===== config.mk =====
export PLATFORM = sky130hd
export DESIGN_NAME = cpu_data_mux
export DESIGN_NICKNAME = d
export VERILOG_FILES = /design/src/logic/zxuno_pkg.sv /design/src/logic/cpu_data_mux.sv
export VERILOG_INCLUDE_DIRS = /design/src /design/src/include
export SDC_FILE = /design/constraint.sdc
export NUM_CORES = 1
export LEC_CHECK = 0
export ABC_AREA = 1
export BUFFER_PORTS_ARGS = -buffer_cell sky130_fd_sc_hd__buf_4
export CAP_MARGIN = 0
export CORE_AREA = 2 2 39 41
export DETAILED_ROUTE_END_ITERATION = 10
export DIE_AREA = 0 0 41 43
export GPL_TIMING_DRIVEN = 0
export PLACE_DENSITY = 0.44
export RECOVER_POWER = 50
export SETUP_SLACK_MARGIN = 0.4
export SLEW_MARGIN = 20
export SYNTH_ARGS = -nofsm -noshare
export SYNTH_HDL_FRONTEND = slang
export SYNTH_SLANG_ARGS = --single-unit

===== constraint.sdc =====
create_clock -name vclk -period 1.7
set_clock_uncertainty 0.2 [all_clocks]
set_input_delay 0.085 -clock vclk [all_inputs]
set_output_delay 0.085 -clock vclk [all_outputs]
set_load 0.05 [all_outputs]

===== src/include/zxuno_settings.svh =====
`ifndef ZXUNO_SETTINGS_SVH
`define ZXUNO_SETTINGS_SVH

////////////////////////////////////////
// SRAM geometry
////////////////////////////////////////
// Eight banks of 16 KB
`define ZX_SRAM_AW 17

////////////////////////////////////////
// 128K paging
////////////////////////////////////////
`define ZX_PAGE_PORT 16'h7FFD  // Only A15 and A1 take part in the decode

// Banks behind the fixed CPU windows
`define ZX_BANK_4000 3'd5
`define ZX_BANK_8000 3'd2

// Normal and shadow screen
`define ZX_VRAM_BANK0 3'd5
`define ZX_VRAM_BANK1 3'd7

`endif

===== src/logic/zxuno_pkg.sv =====
`include "zxuno_settings.svh"

package zxuno_pkg;

  // Raw Z80 outputs, strobes active low
  typedef struct packed {
    logic [15:0] addr;
    logic        mreq_n;
    logic        iorq_n;
    logic        rd_n;
    logic        wr_n;
    logic [7:0]  dout;    // CPU write data
  } cpu_bus_t;

  // Port 0x7FFD image, field order matches D5..D0
  typedef struct packed {
    logic       lock;       // D5, freezes paging until reset
    logic       rom_sel;    // D4
    logic       vram_page;  // D3, shadow screen
    logic [2:0] bank;       // D2..D0, bank at 0xC000
  } page_cfg_t;

  // CPU side of the SRAM
  typedef struct packed {
    logic [`ZX_SRAM_AW-1:0] addr;
    logic                   rd;
    logic                   wr;     // Level, held for the whole strobe
    logic [7:0]             wdata;
  } mem_req_t;

  // Who answers a CPU read
  typedef enum logic [1:0] {
    SRC_NONE,  // Floating bus
    SRC_ROM,
    SRC_RAM
  } cpu_src_t;

endpackage


===== src/logic/cpu_data_mux.sv =====
module cpu_data_mux (
  input  zxuno_pkg::cpu_src_t src,
  input  logic [7:0]          rom_data,
  input  logic [7:0]          ram_rdata,
  output logic [7:0]          cpu_din
);

  ////////////////////////////////////////
  // CPU read return
  ////////////////////////////////////////
  // No latching here, data follows the source
  always_comb begin
    case (src)
      zxuno_pkg::SRC_ROM: begin
        cpu_din = rom_data;   // External ROM, async
      end
      zxuno_pkg::SRC_RAM: begin
        cpu_din = ram_rdata;  // Last CPU slot capture
      end
      default: begin
        cpu_din = 8'hFF;      // Floating bus, pulled high
      end
    endcase
  end

endmodule


# Word-level counts from Yosys, hierarchy flattened
# Index checks and enable logic that the tools add are counted.
[totals]
reg_bits = 0
inputBits = 18
out_inout_bits = 8
word_cells = 3
[op_classes]
eq_ne = 2
muxes = 1
[op_table]
columns = ["cell", "count"]
rows = [
  ["case mux 8 bit (2 select lines)", 1],
  ["equality test 2 x 1 -> 1 bit (second input constant)", 1],
  ["equality test 2 bit (second input constant)", 1],
]

# Depth between registers and ports, before layout
# Gate-level depths: netlist of run 1.
[logic_depth]
word_depth = 2
ltp_mapped = 5
ltp_nobuf = 4

# Worst setup path after synthesis of run 1
# No wires, ideal clock.
[synth_path]
kind = "input -> output"
from = "in src[0]"
to = "out cpu_din[0]"
t_arrival_ns = 0.950
required_ns = 1.415
setup_slack_ns = 0.465
cell_stages = 4
path_cell_list = "inv_1 > ha_1 > inv_1 > nand3_1"
[synth_via]
elab_chain_len = 2
elab_cells_between_ends = 3
cone_classes = "eq/ne: 2; mux: 1"
[synth_lines]
columns = ["element", "line", "rtl"]
rows = [
  ["start: declaration", "cpu_data_mux.sv:2", "input zxuno_pkg::cpu_src_t src,"],
  ["equality test 2 bit / equality test 2 x 1 -> 1 bit (equally long branches)", "cpu_data_mux.sv:13", "case (src)"],
  ["case mux 8 bit (2 select lines) *", "cpu_data_mux.sv:13", ""],
  ["end: declaration", "cpu_data_mux.sv:5", "output logic [7:0] cpu_din"],
]
# Mark *: on every way between the ends. The rest lies on a longest branch, timed or not.

# Worst setup path in the final report of run 1
[layout_path]
from = "in src[0]"
to = "out cpu_din[7]"
# Same word-level chain as after synthesis.

==> impl_metrics.csv, run 1 <==
group,metric,value,unit
critical_path,cp-end-kind,"primary output",
floorplan,die_w,41,um
drt,avgViaCountPerCell,3.68,
drt,drc_errors,0,
sta,slew_headroom,81.5,%
drt,vias,269,
grt,gr-total-overflow,0,
floorplan,rows,14,
synth,synth_nets,51,
critical_path,cp.required,1.41,ns
power,p_total,0.174,mW
floorplan,dieArea,1760,um^2
placed_design,gp_congestion,0.517,
synth,synth_top_area_share,39.7,%
final_layout,final_cell_area,359,um^2
sta,rsz0062_at_grt,"false",
run,cap_violations,0,
grt,grt_pass1_vias,228,
synth,netlist_area,151,um^2
grt,track_usage,7.19,%
drt,wl,603,um
power,peakVddDrop,0.112,mV
power,power_density,484,nW/um^2
synth,ys_types,5,
final_layout,antenna_cells,0,
floorplan,top_level_ports,26,
synth,avgSynthCellArea,4.88,um^2
final_layout,final_util,25.9,%
synth,synth_warnings,0,
grt,grt_pass1_wl,931,um
critical_path,cp.arrival,1.02,ns
status,outcome,"completed",
sta,tns,0,ns
synth,yosysTopAreaCell,"nand2_1",
sta,fmax,0.765,GHz
synth,ys_seq_area_share,0,%
critical_path,startpoint_type,"primary input",
floorplan,core-area,1380,um^2
drt,avgRoutedWirePerCell,8.26,um
final_layout,regArea,0,um^2
grt,grt_max_degree,9,
floorplan,initial_core_util,10.9,%
final_layout,n_clock_buffer,0,
final_layout,syn_to_final_growth,137,%
sta,timing.final.hold_violations,0,
final_layout,layout_common_cells,"buf_4 (25), nand2_1 (16), nand3_1 (8)",
clock_network,post_cts_buffers,0,
sta,fin_crit,1.31,ns
placed_design,dp.cells,73,
final_layout,final_common_cell,"buf_4",
placed_design,portBuffers,26,
drt,drtIter0Drc,1,
final_layout,layout.nets,79,
synth,synth_top_cells_by_area,"nand2_1 (40%), nand3_1 (26%), ha_1 (17%), buf_4 (9.9%), inv_1 (7.4%)",
synth,syn_inst,31,
floorplan,die_h,43,um
drt,ant_nets,0,
critical_path,crit_fanout,8,
grt,antenna_found_initial,0,
sta,finalCritPeriodShare,76.9,%
drt,drt_pass1_iterations,3,
critical_path,critPathKind,"primary input to primary output",
sta,setup_viol,0,
placed_design,place_area,367,um^2
sta,finalMaxSlewViolations,0,
min_path,hp-class,"primary input to primary output",
final_layout,design.seq.count,0,
final_layout,drive_above_1_share,49.1,%
final_layout,layout.cells.non_filler,73,
sta,worst_slew_pin_slew,0.279,ns
power,p_leak,0.205,nW
## critical path: stages
cell	delay (ns)
buf_4	0.08
inv_1	0.03
ha_1	0.27
inv_1	0.20
nand3_1	0.11
clkbuf_2	0.24
## cells by family (layout without fill, tap and decap cells)
logic type / after synthesis / after routing / synth area share, %
AND/OR/NAND/NOR: 24 / 24 / 66.1
adder cells (fa/ha/maj): 2 / 2 / 16.5
buffers and inverters: 5 / 31 / 17.4
## area by class of cell
cell class | count | area, um^2
Fill cell | 169 | 1020
Buffer | 2 | 15.0
Multi-Input combinational cell | 26 | 125
Inverter | 3 | 11.3
Timing Repair Buffer | 26 | 188
Tap cell | 16 | 20.0
## what timing repair did
action / 4_1_cts / 5_1_grt
endpoints found under the setup margin: 0 / 8
gates resized for setup: 0 / 1
hold buffers: 0 / 0
## metrics by stage
step	hold slack (ns)	setup WS, ns
floorplan	0.368	0.465
finish	0.331	0.394
global route	0.340	0.321
detailed placement	0.333	0.402
CTS	0.334	0.402
global placement	0.332	0.397
## power by group
group / switching (mW) / internal (mW) / leakage [nW] / total [mW]
combinational: 0.112 / 0.0621 / 0.205 / 0.174
sequential: 0 / 0 / 0 / 0
clock: 0 / 0 / 0 / 0
## cell usage after synthesis
cell,n
buf_4,2
ha_1,2
nand2_1,16
nand3_1,8
inv_1,3
## final timing paths
check,start,endpoint,cells past startpoint
max,src[0],cpu_din[7],6
min,ram_rdata[3],cpu_din[3],4
## per-layer routing
| layer | track usage (%) | vias up | share of wire, % |
|---|---|---|---|
| li1 | - | 149 | - |
| met1 | 9.49 | 108 | 40 |
| met2 | 12.8 | 12 | 49 |
| met3 | 0.524 | 0 | 11 |
| met4 | 0 | 0 | 0 |
| met5 | 0 | - | 0 |
(Power assumes the default switching activity.)
==> run 2: changes to the inputs <==
- ABC_AREA: 1 -> 0
- PLACE_DENSITY: 0.44 -> 0.43
- clock period: 1.7 -> 1.3 ns (I/O delays scaled with it)
==> impl_metrics.csv, run 2 <==
group,metric,value,unit
status,outcome,"completed",
final_layout,final_common_cell,"buf_4",
drt,avgViaCountPerCell,4.30,
power,peakVddDrop,0.194,mV
synth,avgSynthCellArea,9.34,um^2
final_layout,layout.cells.non_filler,57,
drt,drc_errors,0,
final_layout,antenna_cells,0,
synth,synth_top_area_share,57.1,%
drt,dr_wl_met3,177,um
clock_network,hold_buffers,0,
grt,antenna_found_initial,0,
placed_design,portBuffers,26,
floorplan,die_h,43,um
critical_path,crit_end,"cpu_din[0]",
critical_path,crit_fanout,8,
sta,fin_crit,1.27,ns
placed_design,dpl_worst_slack,-0.0486,ns
synth,ys_seq_area_share,0,%
floorplan,top_level_ports,26,
critical_path,critPathKind,"primary input to primary output",
sta,finalMaxSlewViolations,0,
final_layout,regArea,0,um^2
placed_design,gp_congestion,0.509,
floorplan,rows,14,
final_layout,syn_to_final_growth,228,%
final_layout,fillCellCount,147,
drt,maxUsedRoutingLayer,"met3",
synth,synthMostInstantiatedCell,"a221o_1",
run,cap_violations,0,
grt,track_usage,7.69,%
placed_design,dp.cells,57,
sta,slew_headroom,92.8,%
critical_path,cp.required,1.03,ns
synth,syn_inst,15,
grt,gr-total-overflow,0,
critical_path,crit_chain,"buf_8 > ha_2 > buf_6 > a221o_2 > buf_8",
power,p_leak,0.217,nW
critical_path,crit_path_max_incr_delay,0.38,ns
synth,ys_types,5,
power,power_density,678,nW/um^2
drt,drtIter0Drc,8,
drt,ant_nets,0,
synth,synth_warnings,0,
grt,grt_pass1_vias,237,
critical_path,crit_buf_inv,3,
critical_path,crit_slowest_cell,"a221o_2",
drt,avgRoutedWirePerCell,13.4,um
critical_path,critical-path-top-delay-family,"buffers and inverters",
final_layout,n_clock_buffer,0,
floorplan,die_w,41,um
drt,wl,764,um
sta,worst_slew_pin_slew,0.109,ns
critical_path,cp.arrival,1.01,ns
min_path,hp-class,"primary input to primary output",
final_layout,final_cell_area,459,um^2
synth,netlist_area,140,um^2
critical_path,crit_start,"src[0]",
drt,route.met2.wl,359,um
sta,fmax,0.786,GHz
sta,rsz0062_at_grt,"true",
grt,grt_pass1_wl,966,um
final_layout,layout.nets,63,
power,p_total,0.311,mW
synth,yosysTopAreaCell,"a221o_1",
critical_path,path_depth,5,
sta,tns,0,ns
clock_network,post_cts_buffers,0,
critical_path,startpoint_type,"primary input",
synth,synth_top_cells_by_area,"a221o_1 (57%), ha_1 (18%), buf_6 (16%), inv_1 (5.4%), clkbuf_2 (3.6%)",
sta,timing.hold.ws,0.291,ns
synth,synth.top_cells.by_count,"a221o_1 (8), buf_6 (2), ha_1 (2), inv_1 (2), clkbuf_2 (1)",
critical_path,cp-end-kind,"primary output",
final_layout,final_util,33.2,%
grt,grt_max_degree,9,
floorplan,core-area,1380,um^2
placed_design,place_area,394,um^2
drt,drt-met1-wl,227,um
final_layout,layout_common_cells,"buf_4 (16), buf_8 (8), a221o_2 (8)",
floorplan,dieArea,1760,um^2
final_layout,design.seq.count,0,
synth,synth_nets,35,
drt,drt_pass1_iterations,2,
sta,setup_viol,0,
sta,timing.final.hold_violations,0,
floorplan,initial_core_util,10.1,%
final_layout,drive_above_1_share,100,%
critical_path,critPathMostFrequentCell,"buf_8",
sta,fin_ws,0.0285,ns
sta,finalCritPeriodShare,97.8,%
drt,vias,245,
## run 2: cell types whose count changed after synthesis, sizes merged
cell    before  now
nand2       16    0
a221o        0    8
nand3        8    0
clkbuf       0    1
inv          3    2
## run 2: cell families after synthesis
| family | Yosys count | synth area share [%] |
|---|---|---|
| buffers and inverters | 5 | 25.0 |
| AOI/OAI and AO/OA | 8 | 57.1 |
| adders and majority gates | 2 | 17.9 |
## run 2: cell type report
cell class | count | area, um^2 | share of cell area (%)
Timing Repair Buffer | 26 | 259 | 56.4
Multi-Input combinational cell | 10 | 130 | 28.3
Buffer | 3 | 37.5 | 8.17
Tap cell | 16 | 20.0 | 4.36
Inverter | 2 | 12.5 | 2.72
## run 2: how the worst min path moves through the flow
| stage | start | endpoint | slack [ns] | depth (start not counted) |
|---|---|---|---|---|
| floorplan | rom_data[0] | cpu_din[0] | 0.22 | 1 |
| global placement | rom_data[7] | cpu_din[7] | 0.31 | 3 |
| detailed placement | rom_data[5] | cpu_din[5] | 0.32 | 3 |
| CTS | rom_data[5] | cpu_din[5] | 0.29 | 3 |
| global route | rom_data[2] | cpu_din[2] | 0.30 | 3 |
| finish | rom_data[4] | cpu_din[4] | 0.29 | 3 |
## run 2: timing repair
item | 4_1_cts | 5_1_grt
gates resized for setup | 18 | 5
endpoints found under the setup margin | 8 | 8
pin swaps | 1 | 2
## run 2: routing by layer
metal  vias to the layer above  GRT usage (%)
li1                        117              -
met1                       102           6.01
met2                        26           17.2
met3                         0           1.57
met4                         0              0
met5                         -              0
## run 2: tightest hold or removal path, cell delays in order
cell     delay [ns]
buf_4          0.08
a221o_2        0.15
buf_8          0.14
## run 2: where the power goes
part | switching, mW | internal, mW | leakage (nW)
combinational | 0.160 | 0.151 | 0.217
sequential | 0 | 0 | 0
clock | 0 | 0 | 0
==> run 3: changes to the inputs <==
- CELL_PAD_IN_SITES_DETAIL_PLACEMENT: not set -> 1
- CELL_PAD_IN_SITES_GLOBAL_PLACEMENT: not set -> 2
- PLACE_DENSITY: 0.43 -> 0.84
==> impl_metrics.csv, run 3 (synthesized netlist as in run 2, its figures left out) <==
group,metric,value,unit
status,outcome,"completed",
sta,worst_slew_pin_slew,0.109,ns
clock_network,post_cts_buffers,0,
drt,drc_errors,0,
sta,finalCritPeriodShare,97.0,%
critical_path,cp.arrival,1.00,ns
critical_path,startpoint_type,"primary input",
placed_design,portBuffers,26,
drt,avgViaCountPerCell,4.23,
floorplan,die_h,43,um
drt,route.met2.wl,221,um
floorplan,rows,14,
drt,maxUsedRoutingLayer,"met3",
final_layout,final_common_cell,"buf_4",
critical_path,critPathKind,"primary input to primary output",
critical_path,cp-end-kind,"primary output",
power,power_density,672,nW/um^2
sta,slew_headroom,92.8,%
final_layout,multi_input_area,130,um^2
drt,wl,743,um
min_path,hold_depth,3,
run,cap_violations,0,
final_layout,fillCellCount,160,
grt,gr-total-overflow,0,
grt,grt_max_degree,9,
final_layout,regArea,0,um^2
sta,timing.hold.ws,0.296,ns
drt,ant_nets,0,
power,p_leak,0.211,nW
final_layout,design.seq.count,0,
sta,fin_ws,0.0386,ns
min_path,hp-class,"primary input to primary output",
drt,vias,241,
drt,drt-met1-wl,381,um
sta,finalMaxSlewViolations,0,
final_layout,n_clock_buffer,0,
placed_design,dpl_worst_slack,-0.0378,ns
sta,fin_crit,1.26,ns
sta,rsz0062_at_grt,"true",
final_layout,final_util,31.8,%
critical_path,cp.required,1.03,ns
placed_design,dp.cells,57,
final_layout,final_cell_area,440,um^2
power,peakVddDrop,0.161,mV
grt,antenna_found_initial,0,
grt,grt_pass1_wl,931,um
floorplan,die_w,41,um
final_layout,antenna_cells,0,
placed_design,place_area,394,um^2
floorplan,initial_core_util,10.1,%
placed_design,gp_congestion,0.704,
grt,grt_pass1_vias,200,
drt,drt_pass1_iterations,2,
critical_path,crit_fanout,8,
sta,tns,0,ns
sta,setup_viol,0,
floorplan,core-area,1380,um^2
power,p_total,0.296,mW
drt,avgRoutedWirePerCell,13.0,um
final_layout,layout.nets,63,
floorplan,dieArea,1760,um^2
sta,timing.final.hold_violations,0,
sta,fmax,0.793,GHz
final_layout,syn_to_final_growth,214,%
drt,drtIter0Drc,1,
final_layout,drive_above_1_share,97.6,%
final_layout,layout_common_cells,"buf_4 (16), buf_6 (10), a221o_2 (8)",
drt,dr_wl_met3,140,um
final_layout,layout.cells.non_filler,57,
grt,track_usage,7.49,%
floorplan,top_level_ports,26,
[run 3: cell counts in the layout (fill, tap and decap cells not counted)]
Identical to the previous run, type by type.
[run 3: path summary, 6_finish.rpt]
| kind | start | to | slack, ns |
|---|---|---|---|
| worst min-delay path | rom_data[7] | cpu_din[7] | 0.30 |
| worst max-delay path | src[0] | cpu_din[1] | 0.04 |
[run 3: final cells by class]
class	count	share of cell area, %
well taps	16	4.55
multi-input cells	10	29.5
inverters	2	2.84
plain buffers	3	8.52
repair buffers	26	54.5
[run 3: power by group]
part | total (mW) | internal (mW) | leakage, nW | switching [mW]
Sequential | 0 | 0 | 0 | 0
Combinational | 0.296 | 0.139 | 0.211 | 0.157
Clock | 0 | 0 | 0 | 0
[run 3: worst max-delay path, stage by stage]
cell and delay, ns:
buf_8 0.08, clkinv_4 0.04, ha_4 0.21, buf_8 0.12
a221o_2 0.32, buf_8 0.16
[run 3: timing repair]
action / CTS / global route
pin swaps: 1 / 1
resized for setup: 11 / 3
hold buffers: 0 / 0
endpoints found under the setup margin: 8 / 8
[run 3: layer usage]
metal	vias to the layer above	global-route usage, %
met5	-	0
met4	0	0
met3	0	2.09
met2	26	10.0
met1	98	12.3
li1	117	-
