==> config.mk <==
export PLATFORM = sky130hd
export DESIGN_NAME = page_mapper
export DESIGN_NICKNAME = d
export VERILOG_FILES = /design/src/logic/zxuno_pkg.sv /design/src/logic/page_mapper.sv
export VERILOG_INCLUDE_DIRS = /design/src /design/src/include
export SDC_FILE = /design/constraint.sdc
export NUM_CORES = 1
export LEC_CHECK = 0
export ABC_AREA = 1
export BUFFER_PORTS_ARGS = -buffer_cell sky130_fd_sc_hd__buf_2
export CAP_MARGIN = 25
export CORE_UTILIZATION = 33
export DETAILED_ROUTE_END_ITERATION = 7
export PLACE_DENSITY = 0.79
export SLEW_MARGIN = 10
export SYNTH_ARGS = -nofsm -noshare
export SYNTH_HDL_FRONTEND = slang
export SYNTH_SLANG_ARGS = --single-unit
==> constraint.sdc <==
create_clock -name clk -period 1.2 [get_ports clk]
set_clock_uncertainty 0.15 [all_clocks]
set_input_delay 0.12 -clock clk [delete_from_list [all_inputs] [get_ports clk]]
set_output_delay 0.12 -clock clk [all_outputs]
set_load 0.05 [all_outputs]
==> src/include/zxuno_settings.svh <==
`ifndef ZXUNO_SETTINGS_SVH
`define ZXUNO_SETTINGS_SVH

////////////////////////////////////////
// SRAM geometry
////////////////////////////////////////
// Eight banks of 16 KB
`define ZX_SRAM_AW 17

////////////////////////////////////////
// 128K paging
////////////////////////////////////////
`define ZX_PAGE_PORT 16'h7FFD  // Only A15 and A1 take part in the decode

// Banks behind the fixed CPU windows
`define ZX_BANK_4000 3'd5
`define ZX_BANK_8000 3'd2

// Normal and shadow screen
`define ZX_VRAM_BANK0 3'd5
`define ZX_VRAM_BANK1 3'd7

`endif
==> src/logic/zxuno_pkg.sv <==
`include "zxuno_settings.svh"

package zxuno_pkg;

  // Raw Z80 outputs, strobes active low
  typedef struct packed {
    logic [15:0] addr;
    logic        mreq_n;
    logic        iorq_n;
    logic        rd_n;
    logic        wr_n;
    logic [7:0]  dout;    // CPU write data
  } cpu_bus_t;

  // Port 0x7FFD image, field order matches D5..D0
  typedef struct packed {
    logic       lock;       // D5, freezes paging until reset
    logic       rom_sel;    // D4
    logic       vram_page;  // D3, shadow screen
    logic [2:0] bank;       // D2..D0, bank at 0xC000
  } page_cfg_t;

  // CPU side of the SRAM
  typedef struct packed {
    logic [`ZX_SRAM_AW-1:0] addr;
    logic                   rd;
    logic                   wr;     // Level, held for the whole strobe
    logic [7:0]             wdata;
  } mem_req_t;

  // Who answers a CPU read
  typedef enum logic [1:0] {
    SRC_NONE,  // Floating bus
    SRC_ROM,
    SRC_RAM
  } cpu_src_t;

endpackage

==> src/logic/page_mapper.sv <==
`include "zxuno_settings.svh"

module page_mapper (
  input  logic                 clk,
  input  logic                 rst_n,
  input  zxuno_pkg::cpu_bus_t  bus,
  output zxuno_pkg::page_cfg_t cfg,
  output logic [14:0]          rom_addr,
  output zxuno_pkg::mem_req_t  req,
  output zxuno_pkg::cpu_src_t  src,
  output logic                 vram_bank_hi
);

  localparam logic [15:0] PORT_MASK = 16'h8002;  // A15 and A1

  logic       port_hit;
  logic       io_wr;
  logic       io_wr_q;    // Strobe seen last clk
  logic       mem_cyc;
  logic       rom_cyc;
  logic [2:0] bank;

  ////////////////////////////////////////
  // Paging register
  ////////////////////////////////////////
  assign port_hit = (bus.addr & PORT_MASK) == (`ZX_PAGE_PORT & PORT_MASK);
  assign io_wr    = !bus.iorq_n && !bus.wr_n && port_hit;

  // Loads once on the first clk of the strobe
  always_ff @(posedge clk or negedge rst_n) begin
    if (!rst_n) begin
      io_wr_q <= 1'b0;
      cfg     <= '0;
    end else begin
      io_wr_q <= io_wr;
      if (io_wr && !io_wr_q && !cfg.lock) begin
        cfg <= zxuno_pkg::page_cfg_t'(bus.dout[5:0]);  // Upper bits ignored
      end
    end
  end

  assign vram_bank_hi = cfg.vram_page;  // Picks bank 7 over bank 5

  ////////////////////////////////////////
  // CPU address decode
  ////////////////////////////////////////
  assign mem_cyc  = !bus.mreq_n;
  assign rom_cyc  = mem_cyc && (bus.addr[15:14] == 2'b00);  // Bottom 16 KB
  assign rom_addr = {cfg.rom_sel, bus.addr[13:0]};

  always_comb begin
    case (bus.addr[15:14])
      2'b01:   bank = `ZX_BANK_4000;
      2'b10:   bank = `ZX_BANK_8000;
      default: bank = cfg.bank;       // Paged window at 0xC000
    endcase
  end

  assign req = '{
    addr:  {bank, bus.addr[13:0]},
    rd:    mem_cyc && !rom_cyc && !bus.rd_n,
    wr:    mem_cyc && !rom_cyc && !bus.wr_n,
    wdata: bus.dout
  };

  // Read source for the return mux
  always_comb begin
    if (rom_cyc && !bus.rd_n) begin
      src = zxuno_pkg::SRC_ROM;
    end else if (req.rd) begin
      src = zxuno_pkg::SRC_RAM;
    end else begin
      src = zxuno_pkg::SRC_NONE;  // Idle or I/O read
    end
  end

  // ROM and SRAM never claim the same cycle
  a_rom_excl: assert property (@(posedge clk) disable iff (!rst_n)
    (src == zxuno_pkg::SRC_ROM) |-> !(req.rd || req.wr));

endmodule

After elaboration in Yosys (flattened, before gate mapping) --
Index checks and enable logic that the tools add are counted.
Operators by class: reductions and logical operators 18, $add $sub $neg 0, mux-type cells 3, eq/ne operators 2, shift-type cells 0, div/mod/pow operators 0, bitwise operators 0, $lt $le $gt $ge 0, multipliers 0
Operators by type and width (number):
- $logic_not A16 Y1 | 1
- $logic_and A1 B1 Y1 | 9
- $logic_not A1 Y1 | 7
- $pmux W3 S2 | 1
- $mux W2 | 2
- $eq A2 B1 Y1 const B | 1
- $eq A2 B2 Y1 const B | 1
- $logic_not A2 Y1 | 1
Word-level totals: memories 0, word-level logic and storage cells 28, memory bits (writable) 0, input port bits 30, register bits 7, bits in read-only memories 0, latch bits 0

Depth between registers and ports, before layout --
Gate-level depths: netlist of the first run.
word-level depth 7, mapped depth 4, depth with buffers taken out 4

Worst setup path after synthesis of the first run --
Ideal clock, no wire load.
path kind register -> output, start point register cfg[0] (netlist name), end point output req[24] (netlist name), arrival time 1.793 ns, path buffers 0, slack -0.863 ns, cell stages (with the launch flop) 3, cells stage by stage dfrtp_1 > inv_1 > o21ai_0
RTL lines:
- from (decl) | RTL line page_mapper.sv:7 | output zxuno_pkg::page_cfg_t cfg,
- from (signal assigned) | RTL line page_mapper.sv:37 | cfg <= zxuno_pkg::page_cfg_t'(bus.dout[5:0]);
- to (decl) | RTL line page_mapper.sv:9 | output zxuno_pkg::mem_req_t req,

==> results.sh, run 1 <==
export IMPL_status="complete, but fails checks"
export IMPL_violations="setup timing"
export IMPL_netlist_top_cells_area="buf_4 (41%), dfrtp_1 (25%), nand2_1 (6.4%)"
export IMPL_grt_ovfl_total=0
export IMPL_final_core_util=0.451
export IMPL_grt_start_max_net_pins=9
export IMPL_place_hpwl_mm=1.03
export IMPL_drtIter0Drc=4
export IMPL_drive_gt1_frac=0.677
export IMPL_crit_chain="mux2_4 > buf_8"
export IMPL_drtPass1Iterations=4
export IMPL_synthToLayoutAreaGrowth_pct=27.7
export IMPL_worstHoldStart="bus[10]"
export IMPL_grt_pass1_vias=473
export IMPL_setup_ws_ns=-0.149
export IMPL_cellPowerDensity_nw_per_um2=803
export IMPL_hp_class="input pin to register"
export IMPL_final_hold_violation_count=0
export IMPL_path_clk_slew_ns=0.06
export IMPL_std_cell_rows=16
export IMPL_numCtsBuffers=3
export IMPL_clock_path_buffers=2
export IMPL_path_class="register to output pin"
export IMPL_min_to="cfg[0]$_DFFE_PN0P_"
export IMPL_synth_top_area_frac=0.407
export IMPL_nNetsFinal=133
export IMPL_pwr_share_seq=0.331
export IMPL_tightestPinTransition_ns=0.256
export IMPL_slew_viol_final=0
export IMPL_path_buf_inv=1
export IMPL_maxCapViolCount=0
export IMPL_timing_hold_ws_ns=0.0395
export IMPL_drc=0
export IMPL_r2r_slack_ns=0.08
export IMPL_period_share=1.12
export IMPL_die_h_um=48.1
export IMPL_via_count=536
export IMPL_synth_edf_count=0
export IMPL_cts_htree_levels=1
export IMPL_wl_mm=1.36
export IMPL_yosysWarnings=0
export IMPL_yosysMostFrequentCell="buf_4"
export IMPL_r2r_start="cfg[5]$_DFFE_PN0P_"
export IMPL_core_area_um2=1980
export IMPL_critPathTopFamily="flip-flops"
export IMPL_worst_setup_path_end_kind="output pin"
export IMPL_ir_worst_vdd_uv=482
export IMPL_switching_power_w=0.000256
export IMPL_syn_num_nets=116
export IMPL_io_pins=81
export IMPL_crit_arrival_ns=1.08
export IMPL_fin_crit_ns=1.35
export IMPL_start_util=0.354
export IMPL_synth_ff_type="dfrtp_1"
export IMPL_avgSynthCellArea_um2=8.44
export IMPL_final_cells=126
export IMPL_cts_tree="done"
export IMPL_start_kind="register"
export IMPL_die_area_um2=2310
export IMPL_avgViaCountPerCell=4.25
export IMPL_dp_cells=113
export IMPL_reg2reg_depth=4
export IMPL_crit_path_max_fanout=2
export IMPL_clock_sinks=7
export IMPL_p_comb_frac=0.366
export IMPL_fp_dieW_um=48.1
export IMPL_fillers=198
export IMPL_hold_depth=4
export IMPL_rsz0062_at_grt="yes"
export IMPL_antenna_found_initial=0
export IMPL_netlist_area_um2=701
export IMPL_setup_violations_final=3
export IMPL_fmax_mhz=741
export IMPL_track_usage=0.110
export IMPL_synthCells=83
export IMPL_wl_per_cell_um=10.8
export IMPL_place_ws_ns=-0.171
export IMPL_reg2reg_to="cfg[4]$_DFFE_PN0P_"
export IMPL_switching_share=0.356
export IMPL_grt_pass1_wl_mm=1.77
export IMPL_async_flop_share=1.00
export IMPL_clk_latency_ns=0.25
export IMPL_slowest_delay_ns=0.40
export IMPL_diodes=0
export IMPL_cts_root_buffer="clkbuf_4"
export IMPL_leakagePower_nw=0.462
export IMPL_synth_distinct_cells=13
export IMPL_relSlewSlack=0.831
export IMPL_port_buffers=37
export IMPL_synth_largest_area_cell="buf_4"
export IMPL_ys_ff_latch=7
export IMPL_slowest_stage="dfrtp_2"
export IMPL_gp_congestion=0.683
export IMPL_ys_top_cells_by_count="buf_4 (38), nand2_1 (12), dfrtp_1 (7)"
export IMPL_p_clk_frac=0.303
export IMPL_postRouteAntennaNets=0
export IMPL_seq_area_frac_synth=0.250
export IMPL_crit_required_ns=0.93
export IMPL_intPower_w=0.000462
==> placed cells by master (no fill, tap or decap), drive strengths merged <==
cell type | Yosys | routed
nand4 | 6 | 6
o21ai | 2 | 2
ha | 3 | 3
dlygate4sd3 | 0 | 7
dfrtp | 7 | 7
nand2 | 12 | 12
inv | 5 | 5
nor3 | 3 | 3
nor2 | 3 | 3
nand3 | 1 | 1
clkbuf | 0 | 6
nor3b | 1 | 1
and2 | 1 | 1
buf | 38 | 41
mux2 | 1 | 1
==> registers in the layout (all words and copies together) (netlist names) <==
| name | flops |
|---|---|
| io_wr_q | 1 |
| vram_bank_hi | 1 |
| cfg | 5 |
==> through the flow <==
stage	TNS, ns	cell area, um2	power [W]
global route	-0.364	895	0.000756
floorplan	-0.188	777	0.000662
detailed placement	-0.545	741	0.000471
CTS	-0.242	878	0.000724
finish	-0.231	895	0.000718
global placement	-0.430	741	0.000466
==> power groups by stage <==
stage          logic, W  registers (W)  clock network [W]
6_report       0.000263       0.000238           0.000217
5_1_grt        0.000280       0.000237           0.000239
4_1_cts        0.000259       0.000238           0.000228
3_5_place_dp   0.000229       0.000242                  0
3_3_place_gp   0.000225       0.000242                  0
2_1_floorplan  0.000420       0.000242                  0
==> worst min-delay path: stages <==
cell and delay [ns]:
buf_2 0.10, nor2_4 0.06, nand4_1 0.08, nand2_1 0.04
==> routing by layer <==
layer / track usage / part of all wire
met2: 0.227 / 0.55
met5: 0 / 0
met1: 0.0932 / 0.35
met4: 0.0778 / 0.0088
met3: 0.0151 / 0.095
==> area by class of cell <==
type	count	area (um2)	share of cell area
repair buffers	50	340	0.380
inverters	5	18.8	0.0210
well taps	27	33.8	0.0378
flip-flops and latches	7	180	0.201
clock buffers	4	26.3	0.0294
multi-input cells	33	295	0.330
==> cells by family after synthesis <==
group | Yosys count | share of synthesized area
buffers and inverters | 43 | 0.434
adder cells (fa/ha/maj) | 3 | 0.0536
AND/OR/NAND/NOR | 27 | 0.232
multiplexers | 1 | 0.0161
flip-flops | 7 | 0.250
AO/OA/AOI/OAI | 2 | 0.0143
==> worst max path at each step <==
stage                       start  cells after the start  endpoint
2_1_floorplan             bus[26]                      3    req[9]
3_3_place_gp              bus[26]                      5   req[25]
3_5_place_dp              bus[27]                      5   req[25]
4_1_cts        cfg[1]$_DFFE_PN0P_                      2   req[25]
5_1_grt        cfg[1]$_DFFE_PN0P_                      2   req[25]
6_report       cfg[1]$_DFFE_PN0P_                      2   req[25]
==> repair_timing <==
action | 4_1_cts | 5_1_grt
gates resized for setup | 12 | 5
setup buffers | 1 | 1
hold endpoints to repair | 13 | 0
endpoints found under the setup margin | 4 | 9
hold buffers | 7 | 0
pin swaps | 1 | 1
(Power assumes the default switching activity.)
==> run 2, diff against run 1 <==
ABC_AREA = 0   (was 1)
CORE_UTILIZATION = 32   (was 33)
PLACE_DENSITY = 0.78   (was 0.79)
==> run 2 against run 1 <==
Net effect: the run still ends with setup timing left; via count shrank 5.8%; area after synthesis shrank 2.9%; hold slack gained 0.025 ns; worst setup slack gained 0.0067 ns; final cell count shrank 8.7%; clock power shrank 5%; utilization grew 2.1 points; flip-flop and latch count is the same; clock-buffer cell count is the same; sequential share of layout area shrank 0.91 points; global-route usage grew 2.1 points; first-iteration DRC count shrank 100%; critical path type unchanged; critical endpoint unchanged; largest power group unchanged; highest routed layer unchanged.
==> results.sh, run 2 <==
export IMPL_final_cell_mix="buf_2 (28), buf_4 (10), dlygate4sd3_1 (7)"
export IMPL_hp_class="input pin to register"
export IMPL_violations="setup timing"
export IMPL_io_pins=81
export IMPL_start_kind="register"
export IMPL_cts_root_buffer="clkbuf_4"
export IMPL_place_hpwl_mm=1.06
export IMPL_yosysMostFrequentCell="buf_4"
export IMPL_period_share=1.12
export IMPL_switching_share=0.467
export IMPL_tightestPinTransition_ns=0.341
export IMPL_syn_num_nets=102
export IMPL_final_hold_violation_count=0
export IMPL_std_cell_rows=16
export IMPL_timing_hold_ws_ns=0.0642
export IMPL_synth_edf_count=0
export IMPL_setup_tns_final_ns=-0.452
export IMPL_final_common_cell="buf_2"
export IMPL_yosysWarnings=0
export IMPL_start_util=0.343
export IMPL_p_comb_frac=0.615
export IMPL_cellPowerDensity_nw_per_um2=1520
export IMPL_fin_area_um2=937
export IMPL_die_area_um2=2320
export IMPL_async_flop_share=1.00
export IMPL_critPathTopFamily="flip-flops"
export IMPL_port_buffers=37
export IMPL_crit_required_ns=0.93
export IMPL_wl_per_cell_um=11.4
export IMPL_fp_dieW_um=48.1
export IMPL_slowest_delay_ns=0.40
export IMPL_netlist_top_cells_area="buf_4 (42%), dfrtp_1 (26%), mux2_4 (11%)"
export IMPL_avgViaCountPerCell=4.39
export IMPL_grt_ovfl_total=0
export IMPL_gp_congestion=0.673
export IMPL_place_ws_ns=-0.194
export IMPL_dpl_cell_area_um2=756
export IMPL_ir_worst_vdd_uv=956
export IMPL_crit_path_max_fanout=2
export IMPL_pwr_share_seq=0.239
export IMPL_synthToLayoutAreaGrowth_pct=37.7
export IMPL_via_count=505
export IMPL_drc=0
export IMPL_status="complete, but fails checks"
export IMPL_crit_arrival_ns=1.07
export IMPL_netlist_area_um2=681
export IMPL_slowest_stage="dfrtp_2"
export IMPL_path_buf_inv=1
export IMPL_synth_largest_area_cell="buf_4"
export IMPL_avgSynthCellArea_um2=9.86
export IMPL_cts_tree="done"
export IMPL_track_usage=0.131
export IMPL_setup_violations_final=9
export IMPL_largest_register_ff_count=5
export IMPL_intPower_w=0.000757
export IMPL_switching_power_w=0.000665
export IMPL_path_class="register to output pin"
export IMPL_clock_sinks=7
export IMPL_relSlewSlack=0.771
export IMPL_drtIter0Drc=0
export IMPL_final_cells=115
export IMPL_nNetsFinal=122
export IMPL_setup_ws_ns=-0.142
export IMPL_antenna_found_initial=0
export IMPL_path_clk_slew_ns=0.05
export IMPL_fin_crit_ns=1.34
export IMPL_leakagePower_nw=0.480
export IMPL_fmax_mhz=745
export IMPL_clock_path_buffers=2
export IMPL_wl_mm=1.31
export IMPL_synthCells=69
export IMPL_grt_pass1_wl_mm=1.99
export IMPL_diodes=0
export IMPL_slew_viol_final=0
export IMPL_worst_setup_path_end_kind="output pin"
export IMPL_maxCapViolCount=0
export IMPL_p_clk_frac=0.146
export IMPL_die_h_um=48.1
export IMPL_clk_latency_ns=0.25
export IMPL_grt_start_max_net_pins=8
export IMPL_numCtsBuffers=3
export IMPL_cts_htree_levels=1
export IMPL_drtPass1Iterations=1
export IMPL_grt_pass1_vias=495
export IMPL_top_register="cfg"
export IMPL_synth_ff_type="dfrtp_1"
export IMPL_dp_cells=101
export IMPL_ys_top_cells_by_count="buf_4 (38), dfrtp_1 (7), mux2_4 (5)"
export IMPL_rsz0062_at_grt="yes"
export IMPL_postRouteAntennaNets=0
export IMPL_crit_chain="mux2_4 > buf_6"
export IMPL_synth_distinct_cells=14
export IMPL_synth_top_area_frac=0.419
export IMPL_ys_ff_latch=7
export IMPL_drive_gt1_frac=0.852
export IMPL_core_area_um2=1980
export IMPL_seq_area_frac_synth=0.257
## run 2: path summary, 6_finish.rpt
| path | startpoint | end | slack [ns] | cells after the start |
|---|---|---|---|---|
| min in group asynchronous | rst_n | vram_bank_hi$_DFFE_PN0P_ | 0.08 | 2 |
| min reg2reg | vram_bank_hi$_DFFE_PN0P_ | vram_bank_hi$_DFFE_PN0P_ | 0.38 | 1 |
| max in group asynchronous | rst_n | cfg[2]$_DFFE_PN0P_ | 0.66 | 2 |
| max | cfg[1]$_DFFE_PN0P_ | req[25] | -0.14 | 2 |
| max reg2reg | io_wr_q$_DFF_PN0_ | cfg[0]$_DFFE_PN0P_ | -0.03 | 3 |
| min | bus[10] | io_wr_q$_DFF_PN0_ | 0.06 | 3 |
## run 2: timing repair
item,CTS,global route
endpoints found under the setup margin,13,14
resized for setup,15,8
pin swaps,0,1
hold buffers,7,0
hold endpoints to repair,13,0
buffers inserted,1,2
cloned,0,0
## run 2: tightest hold or removal path: stages
cell	delay, ns
buf_2	0.11
nor4_4	0.06
buf_4	0.13
## run 2: layer usage
layer	GRT usage	vias to the layer above	share of wire
li1	-	221	-
met1	0.103	230	0.29
met2	0.270	45	0.57
met3	0.0259	9	0.10
met4	0.100	0	0.031
met5	0	-	0
## run 2: stage by stage
step,power (W),util
floorplan,0.00118,-
global placement,0.00106,0.381
detailed placement,0.00108,0.381
CTS,0.00139,0.456
global route,0.00149,0.473
finish,0.00142,0.473
## run 2: logic make-up (layout without fill, tap and decap cells)
family	count (synthesis)	in the layout	synth area share
muxes	6	6	0.127
adders and majority gates	3	3	0.0552
buffers and inverters	42	61	0.441
AOI/OAI and AO/OA	3	3	0.0276
DFF	7	7	0.257
and+or+nand+nor	8	8	0.0919
## run 2: cell type report
type | instances | area, um2
Clock buffer | 4 | 26.3
Fill cell | 196 | 1040
Inverter | 4 | 15.0
Multi-Input combinational cell | 20 | 299
Sequential cell | 7 | 180
Tap cell | 27 | 33.8
Timing Repair Buffer | 53 | 383
## run 2: power groups by stage
| stage | clock network (W) | logic, W | registers (W) |
|---|---|---|---|
| 6_report | 0.000207 | 0.000875 | 0.000340 |
| 3_5_place_dp | 0 | 0.000734 | 0.000344 |
| 5_1_grt | 0.000232 | 0.000911 | 0.000347 |
| 4_1_cts | 0.000215 | 0.000831 | 0.000339 |
| 3_3_place_gp | 0 | 0.000722 | 0.000339 |
| 2_1_floorplan | 0 | 0.000662 | 0.000514 |
